===== config.mk =====
export PLATFORM = sky130hd
export DESIGN_NAME = i3c_target_standby
export DESIGN_NICKNAME = d
export VERILOG_FILES = /design/src/i3c_pkg.sv /design/src/controller_pkg.sv /design/src/tti_queue.sv /design/src/i3c_bus_monitor.sv /design/src/flow_standby.sv /design/src/i3c_target_standby.sv
export VERILOG_INCLUDE_DIRS = /design/src
export SDC_FILE = /design/constraint.sdc
export NUM_CORES = 1
export LEC_CHECK = 0
export ABC_CLOCK_PERIOD_IN_PS = 2740
export BUFFER_PORTS_ARGS = -buffer_cell sky130_fd_sc_hd__buf_2
export CORE_MARGIN = 2
export CORE_UTILIZATION = 35
export CTS_CLUSTER_DIAMETER = 120
export DETAILED_ROUTE_END_ITERATION = 7
export HOLD_SLACK_MARGIN = 0.05
export PLACE_DENSITY_LB_ADDON = 0.3
export SLEW_MARGIN = 20
export SYNTH_ARGS = -nofsm -noshare
export SYNTH_HDL_FRONTEND = slang
export SYNTH_SLANG_ARGS = --single-unit

===== constraint.sdc =====
create_clock -name clk_i -period 2.74 [get_ports clk_i]
set_input_delay 0.548 -clock clk_i [delete_from_list [all_inputs] [get_ports clk_i]]
set_output_delay 0.548 -clock clk_i [all_outputs]
set_load 0.02 [all_outputs]

===== src/i3c_defines.svh =====
`ifndef I3C_DEFINES_SVH
`define I3C_DEFINES_SVH

// Reserved broadcast address, header byte 7E/W
`define I3C_RSVD_ADDR 7'h7E

// Queue depths in records
`define TTI_RX_DEPTH 8
`define CCC_DEPTH 4

// Pin synchronizer length, flops per pin
`define SYNC_STAGES 2

// Hex field width of one vector line
`define HEX_VEC_WIDTH 32

`endif


===== src/i3c_pkg.sv =====
package i3c_pkg;

  // Monitor to flow FSM, one set of strobes per clock
  typedef struct packed {
    logic       det_start;   // START from idle bus
    logic       det_rstart;  // Repeated START
    logic       det_stop;    // STOP
    logic       byte_valid;  // Byte assembled, data held until next one
    logic [7:0] byte_data;   // MSB first on the wire
    logic       det_tbit;    // 9th bit sampled, target not driving
    logic       tbit;        // Value of that 9th bit
  } bus_event_t;

  // Flow FSM to monitor
  typedef struct packed {
    logic ack_en;  // Pull SDA low in the coming 9th bit
    logic clear;   // Drop bit count and release SDA
  } ack_ctrl_t;

  // Bit position inside a frame
  typedef enum logic [1:0] {
    PhaseIdle,     // Bus free or after terminate
    PhaseData,     // Shifting 8 data bits
    PhaseAckWait,  // 8th bit high, waiting for SCL fall
    PhaseAck       // 9th bit, ACK or T-bit
  } bit_phase_e;

endpackage


===== src/controller_pkg.sv =====
package controller_pkg;

  // Static target setup, held steady while the bus is busy
  typedef struct packed {
    logic [6:0] static_addr;
    logic       enable;
    logic       standby_mode;  // Target answers only in standby
  } target_cfg_t;

  // Receive queue entry, one per private write data byte
  typedef struct packed {
    logic [7:0] data;
    logic       first;       // First byte after the address header
    logic       parity_err;  // T-bit was not odd parity of data
  } tti_rx_rec_t;

  // CCC queue entry, one per broadcast or direct CCC
  typedef struct packed {
    logic [7:0] code;
    logic       direct;     // Code 80 and up
    logic       addressed;  // Our address followed the direct CCC
    logic       rnw;        // RnW bit of that address header
    logic [7:0] def_byte;
    logic       has_def;    // def_byte holds a captured byte
  } ccc_rec_t;

endpackage


===== src/tti_queue.sv =====
`timescale 1ns/1ps

module tti_queue #(
  parameter type T_PAYLOAD = logic [7:0],
  parameter int  DEPTH     = 8
) (
  input  logic     clk_i,
  input  logic     rst_ni,
  input  logic     push_i,
  input  T_PAYLOAD data_i,
  input  logic     pop_i,
  input  logic     clear_i,     // Clears overflow only
  output T_PAYLOAD data_o,
  output logic     empty_o,
  output logic     overflow_o
);

  localparam int aw = (DEPTH > 1) ? $clog2(DEPTH) : 1;

  T_PAYLOAD      mem_q [DEPTH];
  logic [aw-1:0] wr_ptr_q, rd_ptr_q;
  logic [aw:0]   count_q;      // One extra bit to tell full from empty
  logic          full;
  logic          do_push, do_pop;
  logic          overflow_q;

  assign full    = count_q == (aw + 1)'(DEPTH);
  assign empty_o = count_q == '0;
  assign do_pop  = pop_i & ~empty_o;
  assign do_push = push_i & ~full;  // Full queue drops the push

  // Storage, written only on accepted push
  always_ff @(posedge clk_i) begin
    if (do_push) mem_q[wr_ptr_q] <= data_i;
  end

  always_ff @(posedge clk_i or negedge rst_ni) begin
    if (!rst_ni) begin
      wr_ptr_q   <= '0;
      rd_ptr_q   <= '0;
      count_q    <= '0;
      overflow_q <= 1'b0;
    end else begin
      if (do_push) begin
        wr_ptr_q <= (wr_ptr_q == aw'(DEPTH - 1)) ? '0 : wr_ptr_q + 1'b1;
      end
      if (do_pop) begin
        rd_ptr_q <= (rd_ptr_q == aw'(DEPTH - 1)) ? '0 : rd_ptr_q + 1'b1;
      end
      if (do_push && !do_pop) count_q <= count_q + 1'b1;
      else if (do_pop && !do_push) count_q <= count_q - 1'b1;

      if (clear_i) overflow_q <= 1'b0;
      else if (push_i && full) overflow_q <= 1'b1;  // Sticky
    end
  end

  assign data_o     = mem_q[rd_ptr_q];  // Head visible without a pop
  assign overflow_o = overflow_q;

endmodule


===== src/i3c_bus_monitor.sv =====
`timescale 1ns/1ps
`include "i3c_defines.svh"

module i3c_bus_monitor
  import i3c_pkg::*;
(
  input  logic       clk_i,
  input  logic       rst_ni,
  input  logic       scl_i,
  input  logic       sda_i,
  input  ack_ctrl_t  ack_ctrl_i,
  output bus_event_t event_o,
  output logic       sda_oe_o
);

  // Sync flops plus one stage to line up with the previous sample
  localparam int pipe_len = `SYNC_STAGES + 2;

  logic [pipe_len-1:0] scl_pipe_q, sda_pipe_q;
  logic                scl_s, scl_q;     // Current and previous SCL
  logic                sda_s, sda_q;     // Current and previous SDA
  logic                scl_rise, scl_fall;
  logic                start_cond, stop_cond;

  bit_phase_e phase_q;
  logic [2:0] bit_cnt_q;   // Wraps to 0 after the 8th bit
  logic [6:0] shift_q;     // First 7 bits of the byte
  logic       busy_q;      // Between START and STOP
  logic       sda_oe_q;
  bus_event_t event_q;

  // Both pins idle high, so the pipes reset to ones
  always_ff @(posedge clk_i or negedge rst_ni) begin
    if (!rst_ni) begin
      scl_pipe_q <= '1;
      sda_pipe_q <= '1;
    end else begin
      scl_pipe_q <= {scl_pipe_q[pipe_len-2:0], scl_i};
      sda_pipe_q <= {sda_pipe_q[pipe_len-2:0], sda_i};
    end
  end

  assign scl_s = scl_pipe_q[pipe_len-2];  // SYNC_STAGES+1 cycles after the pin
  assign scl_q = scl_pipe_q[pipe_len-1];
  assign sda_s = sda_pipe_q[pipe_len-2];
  assign sda_q = sda_pipe_q[pipe_len-1];

  assign scl_rise = scl_s & ~scl_q;
  assign scl_fall = ~scl_s & scl_q;

  // SDA moving while SCL stays high
  assign start_cond = ~sda_s & sda_q & scl_s & scl_q;
  assign stop_cond  = sda_s & ~sda_q & scl_s & scl_q;

  always_ff @(posedge clk_i or negedge rst_ni) begin
    if (!rst_ni) begin
      phase_q   <= PhaseIdle;
      bit_cnt_q <= '0;
      shift_q   <= '0;
      busy_q    <= 1'b0;
      sda_oe_q  <= 1'b0;
      event_q   <= '0;
    end else begin
      // Strobes last one cycle, byte_data and tbit hold
      event_q.det_start  <= 1'b0;
      event_q.det_rstart <= 1'b0;
      event_q.det_stop   <= 1'b0;
      event_q.byte_valid <= 1'b0;
      event_q.det_tbit   <= 1'b0;

      if (ack_ctrl_i.clear) begin
        phase_q   <= PhaseIdle;  // Terminate, wait for next START
        bit_cnt_q <= '0;
        busy_q    <= 1'b0;
        sda_oe_q  <= 1'b0;
      end else if (start_cond) begin
        event_q.det_start  <= ~busy_q;
        event_q.det_rstart <= busy_q;  // Already busy, so Sr
        busy_q    <= 1'b1;
        phase_q   <= PhaseData;
        bit_cnt_q <= '0;
        sda_oe_q  <= 1'b0;
      end else if (stop_cond) begin
        event_q.det_stop <= 1'b1;
        busy_q   <= 1'b0;
        phase_q  <= PhaseIdle;
        sda_oe_q <= 1'b0;
      end else begin
        unique case (phase_q)
          PhaseData: begin
            // Sample on rising SCL, MSB first
            if (scl_rise) begin
              shift_q   <= {shift_q[5:0], sda_s};
              bit_cnt_q <= bit_cnt_q + 3'd1;
              if (bit_cnt_q == 3'd7) begin
                event_q.byte_valid <= 1'b1;
                event_q.byte_data  <= {shift_q, sda_s};
                phase_q            <= PhaseAckWait;
              end
            end
          end
          PhaseAckWait: begin
            // FSM answer is settled by the time SCL falls
            if (scl_fall) begin
              sda_oe_q <= ack_ctrl_i.ack_en;
              phase_q  <= PhaseAck;
            end
          end
          PhaseAck: begin
            if (scl_rise && !sda_oe_q) begin
              event_q.det_tbit <= 1'b1;  // Controller's T-bit or NACK level
              event_q.tbit     <= sda_s;
            end
            if (scl_fall) begin
              sda_oe_q <= 1'b0;      // Release at end of 9th bit
              phase_q  <= PhaseData;
            end
          end
          default: begin
            // Idle, SCL pulses ignored until START
          end
        endcase
      end
    end
  end

  assign event_o  = event_q;
  assign sda_oe_o = sda_oe_q;

endmodule


===== src/flow_standby.sv =====
`timescale 1ns/1ps
`include "i3c_defines.svh"

module flow_standby
  import controller_pkg::*;
  import i3c_pkg::*;
(
  input  logic        clk_i,
  input  logic        rst_ni,
  input  target_cfg_t cfg_i,
  input  bus_event_t  event_i,
  output ack_ctrl_t   ack_ctrl_o,
  output logic        rx_push_o,
  output tti_rx_rec_t rx_rec_o,
  output logic        ccc_push_o,
  output ccc_rec_t    ccc_rec_o,
  input  logic        terminate_force_i,
  output logic        terminate_complete_o
);

  typedef enum logic [3:0] {
    Idle,
    AddressHeaderWait,
    AddressHeaderRead,
    SecondByteWait,
    SecondByteRead,
    NextByteWait,
    NextByteRead,
    CCCDetect,
    CCCWait,          // Direct CCC, before Sr
    CCCDirectRead,    // Direct CCC, waiting for target header
    CCCDirectWrite,   // Direct CCC, decode target header
    PrivateWrite,
    GenericError      // NACKed, ignore until STOP or Sr
  } fsm_state_e;

  fsm_state_e  state_q, state_d;
  logic        active;
  logic        hdr_rsvd, hdr_ours;
  logic        bus_end;
  logic        ack_q;
  logic        first_q;
  logic        rx_push_q, ccc_push_q;
  logic        term_done_q;
  tti_rx_rec_t rx_rec_q;
  ccc_rec_t    ccc_q;   // Record under assembly, pushed as is

  assign active   = cfg_i.enable & cfg_i.standby_mode;
  assign hdr_rsvd = event_i.byte_data == {`I3C_RSVD_ADDR, 1'b0};
  assign hdr_ours = event_i.byte_data[7:1] == cfg_i.static_addr;
  assign bus_end  = event_i.det_stop | event_i.det_rstart;

  always_comb begin
    state_d = state_q;
    unique case (state_q)
      Idle: begin
        if (active && (event_i.det_start || event_i.det_rstart)) state_d = AddressHeaderWait;
      end
      AddressHeaderWait: begin
        if (event_i.byte_valid) state_d = AddressHeaderRead;
        else if (event_i.det_stop) state_d = Idle;
      end
      AddressHeaderRead: begin
        if (hdr_rsvd) state_d = SecondByteWait;
        else if (hdr_ours && !event_i.byte_data[0]) state_d = PrivateWrite;
        else state_d = GenericError;  // Reads and foreign headers
      end
      SecondByteWait: begin
        if (event_i.byte_valid) state_d = SecondByteRead;
        else if (event_i.det_stop) state_d = Idle;
        else if (event_i.det_rstart) state_d = AddressHeaderWait;
      end
      SecondByteRead: state_d = CCCDetect;
      CCCDetect: state_d = ccc_q.direct ? CCCWait : NextByteWait;
      CCCWait: begin
        if (event_i.det_rstart) state_d = CCCDirectRead;
        else if (event_i.det_stop) state_d = Idle;
      end
      CCCDirectRead: begin
        if (event_i.byte_valid) state_d = CCCDirectWrite;
        else if (event_i.det_stop) state_d = Idle;
      end
      CCCDirectWrite: state_d = NextByteWait;
      NextByteWait: begin
        if (event_i.byte_valid) state_d = NextByteRead;
        else if (event_i.det_stop) state_d = Idle;
        else if (event_i.det_rstart) state_d = AddressHeaderWait;
      end
      NextByteRead: state_d = NextByteWait;
      PrivateWrite, GenericError: begin
        if (event_i.det_stop) state_d = Idle;
        else if (event_i.det_rstart) state_d = AddressHeaderWait;
      end
      default: state_d = Idle;
    endcase
    if (terminate_force_i) state_d = Idle;
  end

  always_ff @(posedge clk_i or negedge rst_ni) begin
    if (!rst_ni) begin
      state_q     <= Idle;
      ack_q       <= 1'b0;
      first_q     <= 1'b0;
      rx_push_q   <= 1'b0;
      ccc_push_q  <= 1'b0;
      term_done_q <= 1'b0;
      rx_rec_q    <= '0;
      ccc_q       <= '0;
    end else begin
      state_q     <= state_d;
      rx_push_q   <= 1'b0;
      ccc_push_q  <= 1'b0;
      term_done_q <= terminate_force_i;  // Done one cycle after force

      // ACK request lives from decision to next bit boundary
      if (event_i.byte_valid || event_i.det_tbit || event_i.det_start || bus_end ||
          terminate_force_i) begin
        ack_q <= 1'b0;
      end

      unique case (state_q)
        AddressHeaderRead: begin
          ack_q   <= hdr_rsvd | (hdr_ours & ~event_i.byte_data[0]);
          first_q <= 1'b1;
        end
        SecondByteRead: begin
          ccc_q        <= '0;  // New CCC, fields from previous one dropped
          ccc_q.code   <= event_i.byte_data;
          ccc_q.direct <= event_i.byte_data[7];
        end
        CCCWait: begin
          // Defining byte of a direct CCC comes before Sr
          if (event_i.byte_valid && !ccc_q.has_def) begin
            ccc_q.def_byte <= event_i.byte_data;
            ccc_q.has_def  <= 1'b1;
          end
        end
        CCCDirectWrite: begin
          if (hdr_ours) begin
            ack_q           <= 1'b1;
            ccc_q.addressed <= 1'b1;
            ccc_q.rnw       <= event_i.byte_data[0];
          end
        end
        NextByteRead: begin
          if (!ccc_q.direct && !ccc_q.has_def) begin
            ccc_q.def_byte <= event_i.byte_data;  // Later bytes ignored
            ccc_q.has_def  <= 1'b1;
          end
        end
        PrivateWrite: begin
          // byte_data still holds the byte the T-bit closes
          if (event_i.det_tbit && !terminate_force_i) begin
            rx_push_q           <= 1'b1;
            rx_rec_q.data       <= event_i.byte_data;
            rx_rec_q.first      <= first_q;
            rx_rec_q.parity_err <= event_i.tbit == ^event_i.byte_data;
            first_q             <= 1'b0;
          end
        end
        default: begin
        end
      endcase

      // CCC record closes at STOP or Sr
      if (bus_end && !terminate_force_i &&
          (state_q inside {CCCWait, CCCDirectRead, NextByteWait})) begin
        ccc_push_q <= 1'b1;
      end
    end
  end

  assign ack_ctrl_o.ack_en = ack_q;
  assign ack_ctrl_o.clear  = terminate_force_i;  // Monitor idles on the same edge

  assign rx_push_o            = rx_push_q;
  assign rx_rec_o             = rx_rec_q;
  assign ccc_push_o           = ccc_push_q;
  assign ccc_rec_o            = ccc_q;
  assign terminate_complete_o = term_done_q;

endmodule


===== src/i3c_target_standby.sv =====
`timescale 1ns/1ps
`include "i3c_defines.svh"

module i3c_target_standby
  import controller_pkg::*;
  import i3c_pkg::*;
(
  input  logic        clk_i,
  input  logic        rst_ni,
  input  logic        scl_i,
  input  logic        sda_i,
  output logic        sda_oe_o,               // 1 pulls SDA low
  input  target_cfg_t cfg_i,
  output tti_rx_rec_t rx_rec_o,
  output logic        rx_empty_o,
  input  logic        rx_pop_i,
  output ccc_rec_t    ccc_rec_o,
  output logic        ccc_empty_o,
  input  logic        ccc_pop_i,
  output logic        rx_overflow_o,
  input  logic        terminate_force_i,
  output logic        terminate_complete_o
);

  bus_event_t  bus_event;
  ack_ctrl_t   ack_ctrl;
  logic        rx_push, ccc_push;
  tti_rx_rec_t rx_push_rec;
  ccc_rec_t    ccc_push_rec;

  i3c_bus_monitor u_bus_monitor (
    .clk_i      (clk_i),
    .rst_ni     (rst_ni),
    .scl_i      (scl_i),
    .sda_i      (sda_i),
    .ack_ctrl_i (ack_ctrl),
    .event_o    (bus_event),
    .sda_oe_o   (sda_oe_o)
  );

  flow_standby u_flow_standby (
    .clk_i                (clk_i),
    .rst_ni               (rst_ni),
    .cfg_i                (cfg_i),
    .event_i              (bus_event),
    .ack_ctrl_o           (ack_ctrl),
    .rx_push_o            (rx_push),
    .rx_rec_o             (rx_push_rec),
    .ccc_push_o           (ccc_push),
    .ccc_rec_o            (ccc_push_rec),
    .terminate_force_i    (terminate_force_i),
    .terminate_complete_o (terminate_complete_o)
  );

  // Private write data, overflow reported
  tti_queue #(.T_PAYLOAD(tti_rx_rec_t), .DEPTH(`TTI_RX_DEPTH)) u_rx_queue (
    .clk_i      (clk_i),
    .rst_ni     (rst_ni),
    .push_i     (rx_push),
    .data_i     (rx_push_rec),
    .pop_i      (rx_pop_i),
    .clear_i    (terminate_force_i),
    .data_o     (rx_rec_o),
    .empty_o    (rx_empty_o),
    .overflow_o (rx_overflow_o)
  );

  // CCC records, drops on full go unreported
  tti_queue #(.T_PAYLOAD(ccc_rec_t), .DEPTH(`CCC_DEPTH)) u_ccc_queue (
    .clk_i      (clk_i),
    .rst_ni     (rst_ni),
    .push_i     (ccc_push),
    .data_i     (ccc_push_rec),
    .pop_i      (ccc_pop_i),
    .clear_i    (terminate_force_i),
    .data_o     (ccc_rec_o),
    .empty_o    (ccc_empty_o),
    .overflow_o ()
  );

endmodule


# [Word level (Yosys, flattened, before mapping)]
# Memory sizes are Yosys's and may differ from the RTL's.
# Index checks and enable logic that the tools add are counted.
[word_totals] mem_bits_rw=160 n_memories=2 output_inout_bits=35 regBits=93
[memory_table] memory="u_ccc_queue.mem_q" depth=4 word_bits=20 read_ports=1 rd_clocked_by_memory_dff=0 wr=1 line_no="tti_queue.sv:20" text="T_PAYLOAD mem_q [DEPTH];"
[memory_table] memory="u_rx_queue.mem_q" depth=8 word_bits=10 read_ports=1 rd_clocked_by_memory_dff=0 wr=1 line_no="tti_queue.sv:20"
[op_classes] bitwise_logic=29 reduce_logical=55 add_sub_neg=9 eq_ne=35 n_mux=73
[op_table] op="4-bit 2-to-1 mux" n=14
[op_table] op="9-bit 2-to-1 mux" n=5
[op_table] op="4-bit one-hot mux with 11 select lines" n=1
[op_table] op="3-bit 2-to-1 mux" n=10
[op_table] op="9-bit one-hot mux with 3 select lines" n=1
[op_table] op="2-bit 2-to-1 mux" n=13
[op_table] op="4-bit equality test, second input constant" n=6
[op_table] op="1-bit 2-to-1 mux" n=21
[op_table] op="5-bit by 2-bit inequality test with 1-bit output, second input constant" n=4
[op_table] op="4-bit by 3-bit equality test with 1-bit output, second input constant" n=4
[op_table] op="5-bit AND reduction" n=3
[op_table] op="3-bit nonzero test" n=5
[op_table] op="1-bit bitwise AND" n=14
[op_table] op="14-bit 2-to-1 mux" n=1
[op_table] op="1-bit logical AND" n=13
[op_table] op="1-bit inverter" n=13
[op_table] op="3-bit by 1-bit adder with 3-bit output, second input constant" n=4
[op_table] op="3-bit equality test, second input constant" n=4
[op_table] op="12-bit 2-to-1 mux" n=1
[op_table] op="11-bit 2-to-1 mux" n=1
[op_table] op="2-bit nonzero test" n=5
[op_table] op="1-bit zero test" n=9
[op_table] op="3-bit AND reduction" n=3
[op_table] op="2-bit equality test, second input constant" n=4
[op_table] op="25 further kinds" n=42

# [Longest topological paths before layout]
[depth] word_depth=8 ltp_mapped=11 mapped_depth_nobuf=10

# [By module]
# A second synthesis with hierarchy kept.
[hier_totals] hier_cells=637 area_unflattened_um2=10598.9
[modules_own_cells] mod="tti_queue (u_rx_queue)" instances=1 cells_each=183 seq_area_each_um2=2677.6 area_each_um2=3741.1
[modules_own_cells] mod="tti_queue (u_ccc_queue)" instances=1 cells_each=143 seq_area_each_um2=2602.5 area_each_um2=3384.5
[modules_own_cells] mod="flow_standby" instances=1 cells_each=204 seq_area_each_um2=950.9 area_each_um2=1989.4
[modules_own_cells] mod="i3c_bus_monitor" instances=1 cells_each=107 seq_area_each_um2=910.9 area_each_um2=1483.9

# [Least setup slack after synthesis]
# Ideal clock, no wire load.
[synth_timing] path_kind="register to register" start="register u_rx_queue.count_q[0]" end="register u_rx_queue.count_q[3]" arrival_time_ns=2.721 setup_time_ns=0.080 path_slack_ns=-0.061 path_buffers=0 required_time_ns=2.660 stages_incl_launch_ff=10 period_less_slack_ns=2.801 path_cell_list="dfrtp_1 nor4_1 nand2b_1 ha_1 inv_1 ha_1 a21o_1 a21oi_1 mux2i_1 xnor2_1"
[synth_via] elab_chain_len=6 word_cells_on_any_way=15 cone_classes="add/sub (2); eq/ne (1); mux (2); bitwise (4); reduce/logical (6)"
[synth_rtl] item="from (decl)" line_no="tti_queue.sv:22" text="logic [aw:0] count_q;"
[synth_rtl] item="from (signal assigned)" line_no="tti_queue.sv:50" text="if (do_push && !do_pop) count_q <= count_q + 1'b1;"
[synth_rtl] item="from (signal assigned)" line_no="tti_queue.sv:51" text="else if (do_pop && !do_push) count_q <= count_q - 1'b1;"
[synth_rtl] item="4-bit zero test *" line_no="tti_queue.sv:28" text="assign empty_o = count_q == '0;"
[synth_rtl] item="via rx_empty_o" line_no="i3c_target_standby.sv:15" text="output logic rx_empty_o,"
[synth_rtl] item="1-bit inverter *" line_no="tti_queue.sv:29" text="assign do_pop = pop_i & ~empty_o;"
[synth_rtl] item="1-bit bitwise AND *" line_no="tti_queue.sv:29"
[synth_rtl] item="1-bit zero test" line_no="tti_queue.sv:50"
[synth_rtl] item="1-bit logical AND" line_no="tti_queue.sv:50"
[synth_rtl] item="4-bit 2-to-1 mux / 2-bit nonzero test (equally long branches)"
# Mark *: on every way through the listed nets, which the timed path passes. The rest lies on a longest branch. The select of a mux whose other input is x is not followed.
# A chain may end at the register's enable or synchronous reset.

==> metrics <==
Final Hold Viols 0; row cnt 63; Clock Path Buffers 3; Post-synth ARST share 0.371; reg2reg path depth 10; fin cells roughly 1100; main flop type after synthesis edfxtp_1; Synth Area per Inst between 15 and 20 µm²; post-route ant nets 0; Root Driver clkbuf_16; data arrival time of the critical path 2.12 ns; dpl cells around 1100; Least-Margin Pin Slew 0.914 ns; CTS tree yes; static leakage roughly 4.3 nW; number of synthesized flops with an enable pin ~160; Clock transition at path regs roughly 0.06 ns; die width between 150 and 200 µm; synth unique cells 64; Tmin final between 2 and 3 ns; endpoints failing setup 0; Worst-Skew Late Latency 0.52 ns; Synth Cell Area between 10000 and 15000 µm²; reg2reg end u_rx_queue.count_q[3]$_DFFE_PN0P_; final WL ~20000 µm; synth warn 0; Worst Path Required around 2.2 ns; R2R Path Start u_rx_queue.count_q[0]$_DFFE_PN0P_; RSZ-0062 raised after global routing true; Post-CTS Setup Bufs 0; skew final about 0.012 ns; Initial Utilization 0.353; Post-Syn Nets approximately 650; CTS Sinks roughly 250; outcome complete, no violations; CP Max Fanout 12; hold path start sda_i; Power Density approximately 760 nW/µm²; htree depth 1; crit end category output pin; maximum vdd drop around 430 µV; die area just over 30000 µm²; Seq/Total Area, Yosys 0.675; first-pass GRT wire length approximately 32000 µm; Via density 4.94; GRT Total Usage 0.132; CTS Buf Count 26; Yosys reg bits between 200 and 250; drt initial violations between 300 and 400; synthesized instance count 616; area delta synth->final 15.8%; Vias around 5400; WS Path Type flip-flop to output pin; r2r setup slk 0.24 ns; GRT overflow 0; dpl ws 0.207 ns; Post-DP HPWL approximately 13000 µm; antenna violations before repair 0; final hold slack between 0.1 and 0.15 ns; Layout Nets between 700 and 800; Final Cycle Share 0.974; IO Pins 51; CORE AREA around 29000 µm²; ANT cells 0; Final Max Tran Viols 0; layout cells sized above 1 0.278; path type of the worst min-delay path input port to flip-flop; Hold EP u_bus_monitor.sda_pipe_q[0]$_DFF_PN1_; Placer Congestion 0.741; Hold Path Cell Cnt 1; max cap viols 0; chip height approximately 180 µm; DRT Pass-1 Iters 5; max_slew headroom 0.389; CP startpoint kind flip-flop; PortBufs 50; DR WL/cell around 18 µm; residual DRC count 0; Layout fillers around 2600; pin count of the biggest net entering global routing 56; worst setup margin ~0.071 ns; FMAX 375 MHz; vias in the first global route about 5800
==> flip-flops by register name (all words and copies together), names as in the netlist, 2 cells and up <==
register / count
u_bus_monitor.sda_pipe_q: 4
u_bus_monitor.bit_cnt_q: 3
u_rx_queue.wr_ptr_q: 3
u_ccc_queue.count_q: 3
u_bus_monitor.shift_q: 7
u_rx_queue.mem_q: 80
u_rx_queue.count_q: 4
u_flow_standby.state_q: 4
u_bus_monitor.event_o: 14
u_flow_standby.ccc_rec_o: 19
u_bus_monitor.phase_q: 2
u_bus_monitor.scl_pipe_q: 4
u_ccc_queue.mem_q: 76
u_ccc_queue.rd_ptr_q: 2
u_flow_standby.rx_rec_o: 10
u_ccc_queue.wr_ptr_q: 2
u_rx_queue.rd_ptr_q: 3
==> layout make-up <==
| type | instances | area [µm²] | area share |
|---|---|---|---|
| sequential | 248 | 7000 | 0.583 |
| multi-input combinational | 320 | 3150 | 0.262 |
| clock buffer | 34 | 702 | 0.0585 |
| timing repair buffer | 74 | 493 | 0.0411 |
| tap | 390 | 488 | 0.0406 |
| clock inverter | 14 | 100 | 0.00834 |
| inverter | 21 | 78.8 | 0.00657 |
==> logic make-up (layout without fill, tap and decap cells) <==
group | after synthesis | in the layout | share of synthesized area
AND/OR/NAND/NOR | 124 | 124 | 0.0653
buffers and inverters | 48 | 143 | 0.0236
XOR/XNOR | 20 | 20 | 0.0169
AO/OA/AOI/OAI | 63 | 63 | 0.0433
multiplexers | 92 | 92 | 0.149
flip-flops | 248 | 248 | 0.675
adder cells (fa/ha/maj) | 21 | 21 | 0.0268
==> cell usage after synthesis (2+ instances only) <==
| cell type | n | area share |
|---|---|---|
| a2111oi_0 | 2 | 0.0017 |
| a21o_1 | 5 | 0.0036 |
| a21oi_1 | 8 | 0.0039 |
| a221o_1 | 2 | 0.0019 |
| a22oi_1 | 2 | 0.0014 |
| a31oi_1 | 4 | 0.0024 |
| and2_1 | 4 | 0.0024 |
| buf_2 | 6 | 0.0029 |
| buf_4 | 7 | 0.0051 |
| buf_6 | 4 | 0.0043 |
| clkbuf_1 | 9 | 0.0033 |
| dfrtp_1 | 84 | 0.20 |
| dfstp_2 | 8 | 0.020 |
| edfxtp_1 | 156 | 0.45 |
| fa_1 | 2 | 0.0039 |
| ha_1 | 19 | 0.023 |
| inv_1 | 20 | 0.0072 |
| mux2_2 | 32 | 0.035 |
| mux2_4 | 8 | 0.012 |
| mux2i_1 | 13 | 0.013 |
| mux4_1 | 16 | 0.041 |
| mux4_2 | 23 | 0.050 |
| nand2_1 | 41 | 0.015 |
| nand2_4 | 2 | 0.0022 |
| nand2b_1 | 12 | 0.0072 |
| nand3_1 | 3 | 0.0014 |
| nand3b_1 | 4 | 0.0029 |
| nor2_1 | 24 | 0.0087 |
| nor2b_1 | 4 | 0.0024 |
| nor3_1 | 13 | 0.0063 |
| nor3b_1 | 2 | 0.0014 |
| nor4_1 | 7 | 0.0042 |
| o21ai_0 | 17 | 0.0082 |
| o21bai_1 | 3 | 0.0022 |
| o22ai_1 | 3 | 0.0018 |
| xnor2_1 | 10 | 0.0084 |
| xor2_1 | 10 | 0.0084 |
==> per-layer routing <==
layer / vias up / share of wire / wire, µm / global-route usage
met1: 2789 / 0.43 / 8810 / 0.169
li1: 2511 / - / - / -
met3: 24 / 0.047 / 966 / 0.0237
met5: - / 0 / 0 / 0
met4: 0 / 0.016 / 326 / 0.0320
met2: 116 / 0.50 / 10300 / 0.232
==> what timing repair did <==
action / 4_1_cts / 5_1_grt
endpoints found under the hold margin: 32 / 0
resized for setup: 0 / 3
hold buffers: 1 / 0
setup endpoints to repair: 0 / 7
==> where the power goes <==
| part | switching [mW] | total (mW) | internal [mW] |
|---|---|---|---|
| registers | 0.184 | 4.25 | 4.07 |
| logic | 0.822 | 1.63 | 0.803 |
| clock network | 1.39 | 3.29 | 1.90 |
==> stage by stage <==
step / total power, mW / instance area, µm² / setup TNS, ns / util
after floorplan: 5.44 / 10400 / 0 / -
after global placement: 5.88 / 11200 / 0 / 0.380
after detailed placement: 5.94 / 11200 / 0 / 0.380
after CTS: 9.25 / 12000 / 0 / 0.407
after global routing: 9.56 / 12000 / -0.00172 / 0.408
final: 9.17 / 12000 / 0 / 0.408
==> cells in the final DEF, fill, tap and decap left out, types with 3 or more instances in the layout <==
cell / instances
ha_1: 19
nand2b_1: 12
o22ai_1: 3
nor4_1: 5
xor2_1: 10
nand3b_1: 4
a21oi_1: 8
nand3_1: 3
clkinv_2: 7
nand2_1: 41
nor2b_1: 4
clkbuf_16: 28
a21o_1: 5
clkbuf_1: 7
buf_4: 21
mux4_2: 23
mux4_1: 16
inv_1: 20
xnor2_1: 10
nor3_1: 12
mux2i_1: 13
a31oi_1: 4
dfstp_2: 8
nor2_1: 24
and2_1: 4
mux2_2: 32
clkinv_1: 3
edfxtp_1: 156
buf_2: 48
o21ai_0: 17
buf_12: 3
o21bai_1: 3
mux2_4: 8
dfrtp_1: 83
==> worst max path at each step <==
stage	start	endpoint	slack, ns
after floorplan	u_rx_queue.count_q[0]$_DFFE_PN0P_	u_rx_queue.count_q[3]$_DFFE_PN0P_	0.18
after global placement	u_rx_queue.count_q[0]$_DFFE_PN0P_	u_rx_queue.count_q[3]$_DFFE_PN0P_	0.28
after detailed placement	u_rx_queue.count_q[0]$_DFFE_PN0P_	u_rx_queue.count_q[3]$_DFFE_PN0P_	0.21
after CTS	u_rx_queue.rd_ptr_q[0]$_DFFE_PN0P_	rx_rec_o[5]	0.01
after global routing	u_rx_queue.rd_ptr_q[0]$_DFFE_PN0P_	rx_rec_o[1]	-0.002
final	u_rx_queue.rd_ptr_q[0]$_DFFE_PN0P_	rx_rec_o[5]	0.07
==> critical path, stage by stage, from the launching register on <==
cell and delay, ns:
dfrtp_2 0.42, buf_12 0.17, mux4_1 0.55, mux2_2 0.30, buf_4 0.16
Power figures use the tool's default switching activity.
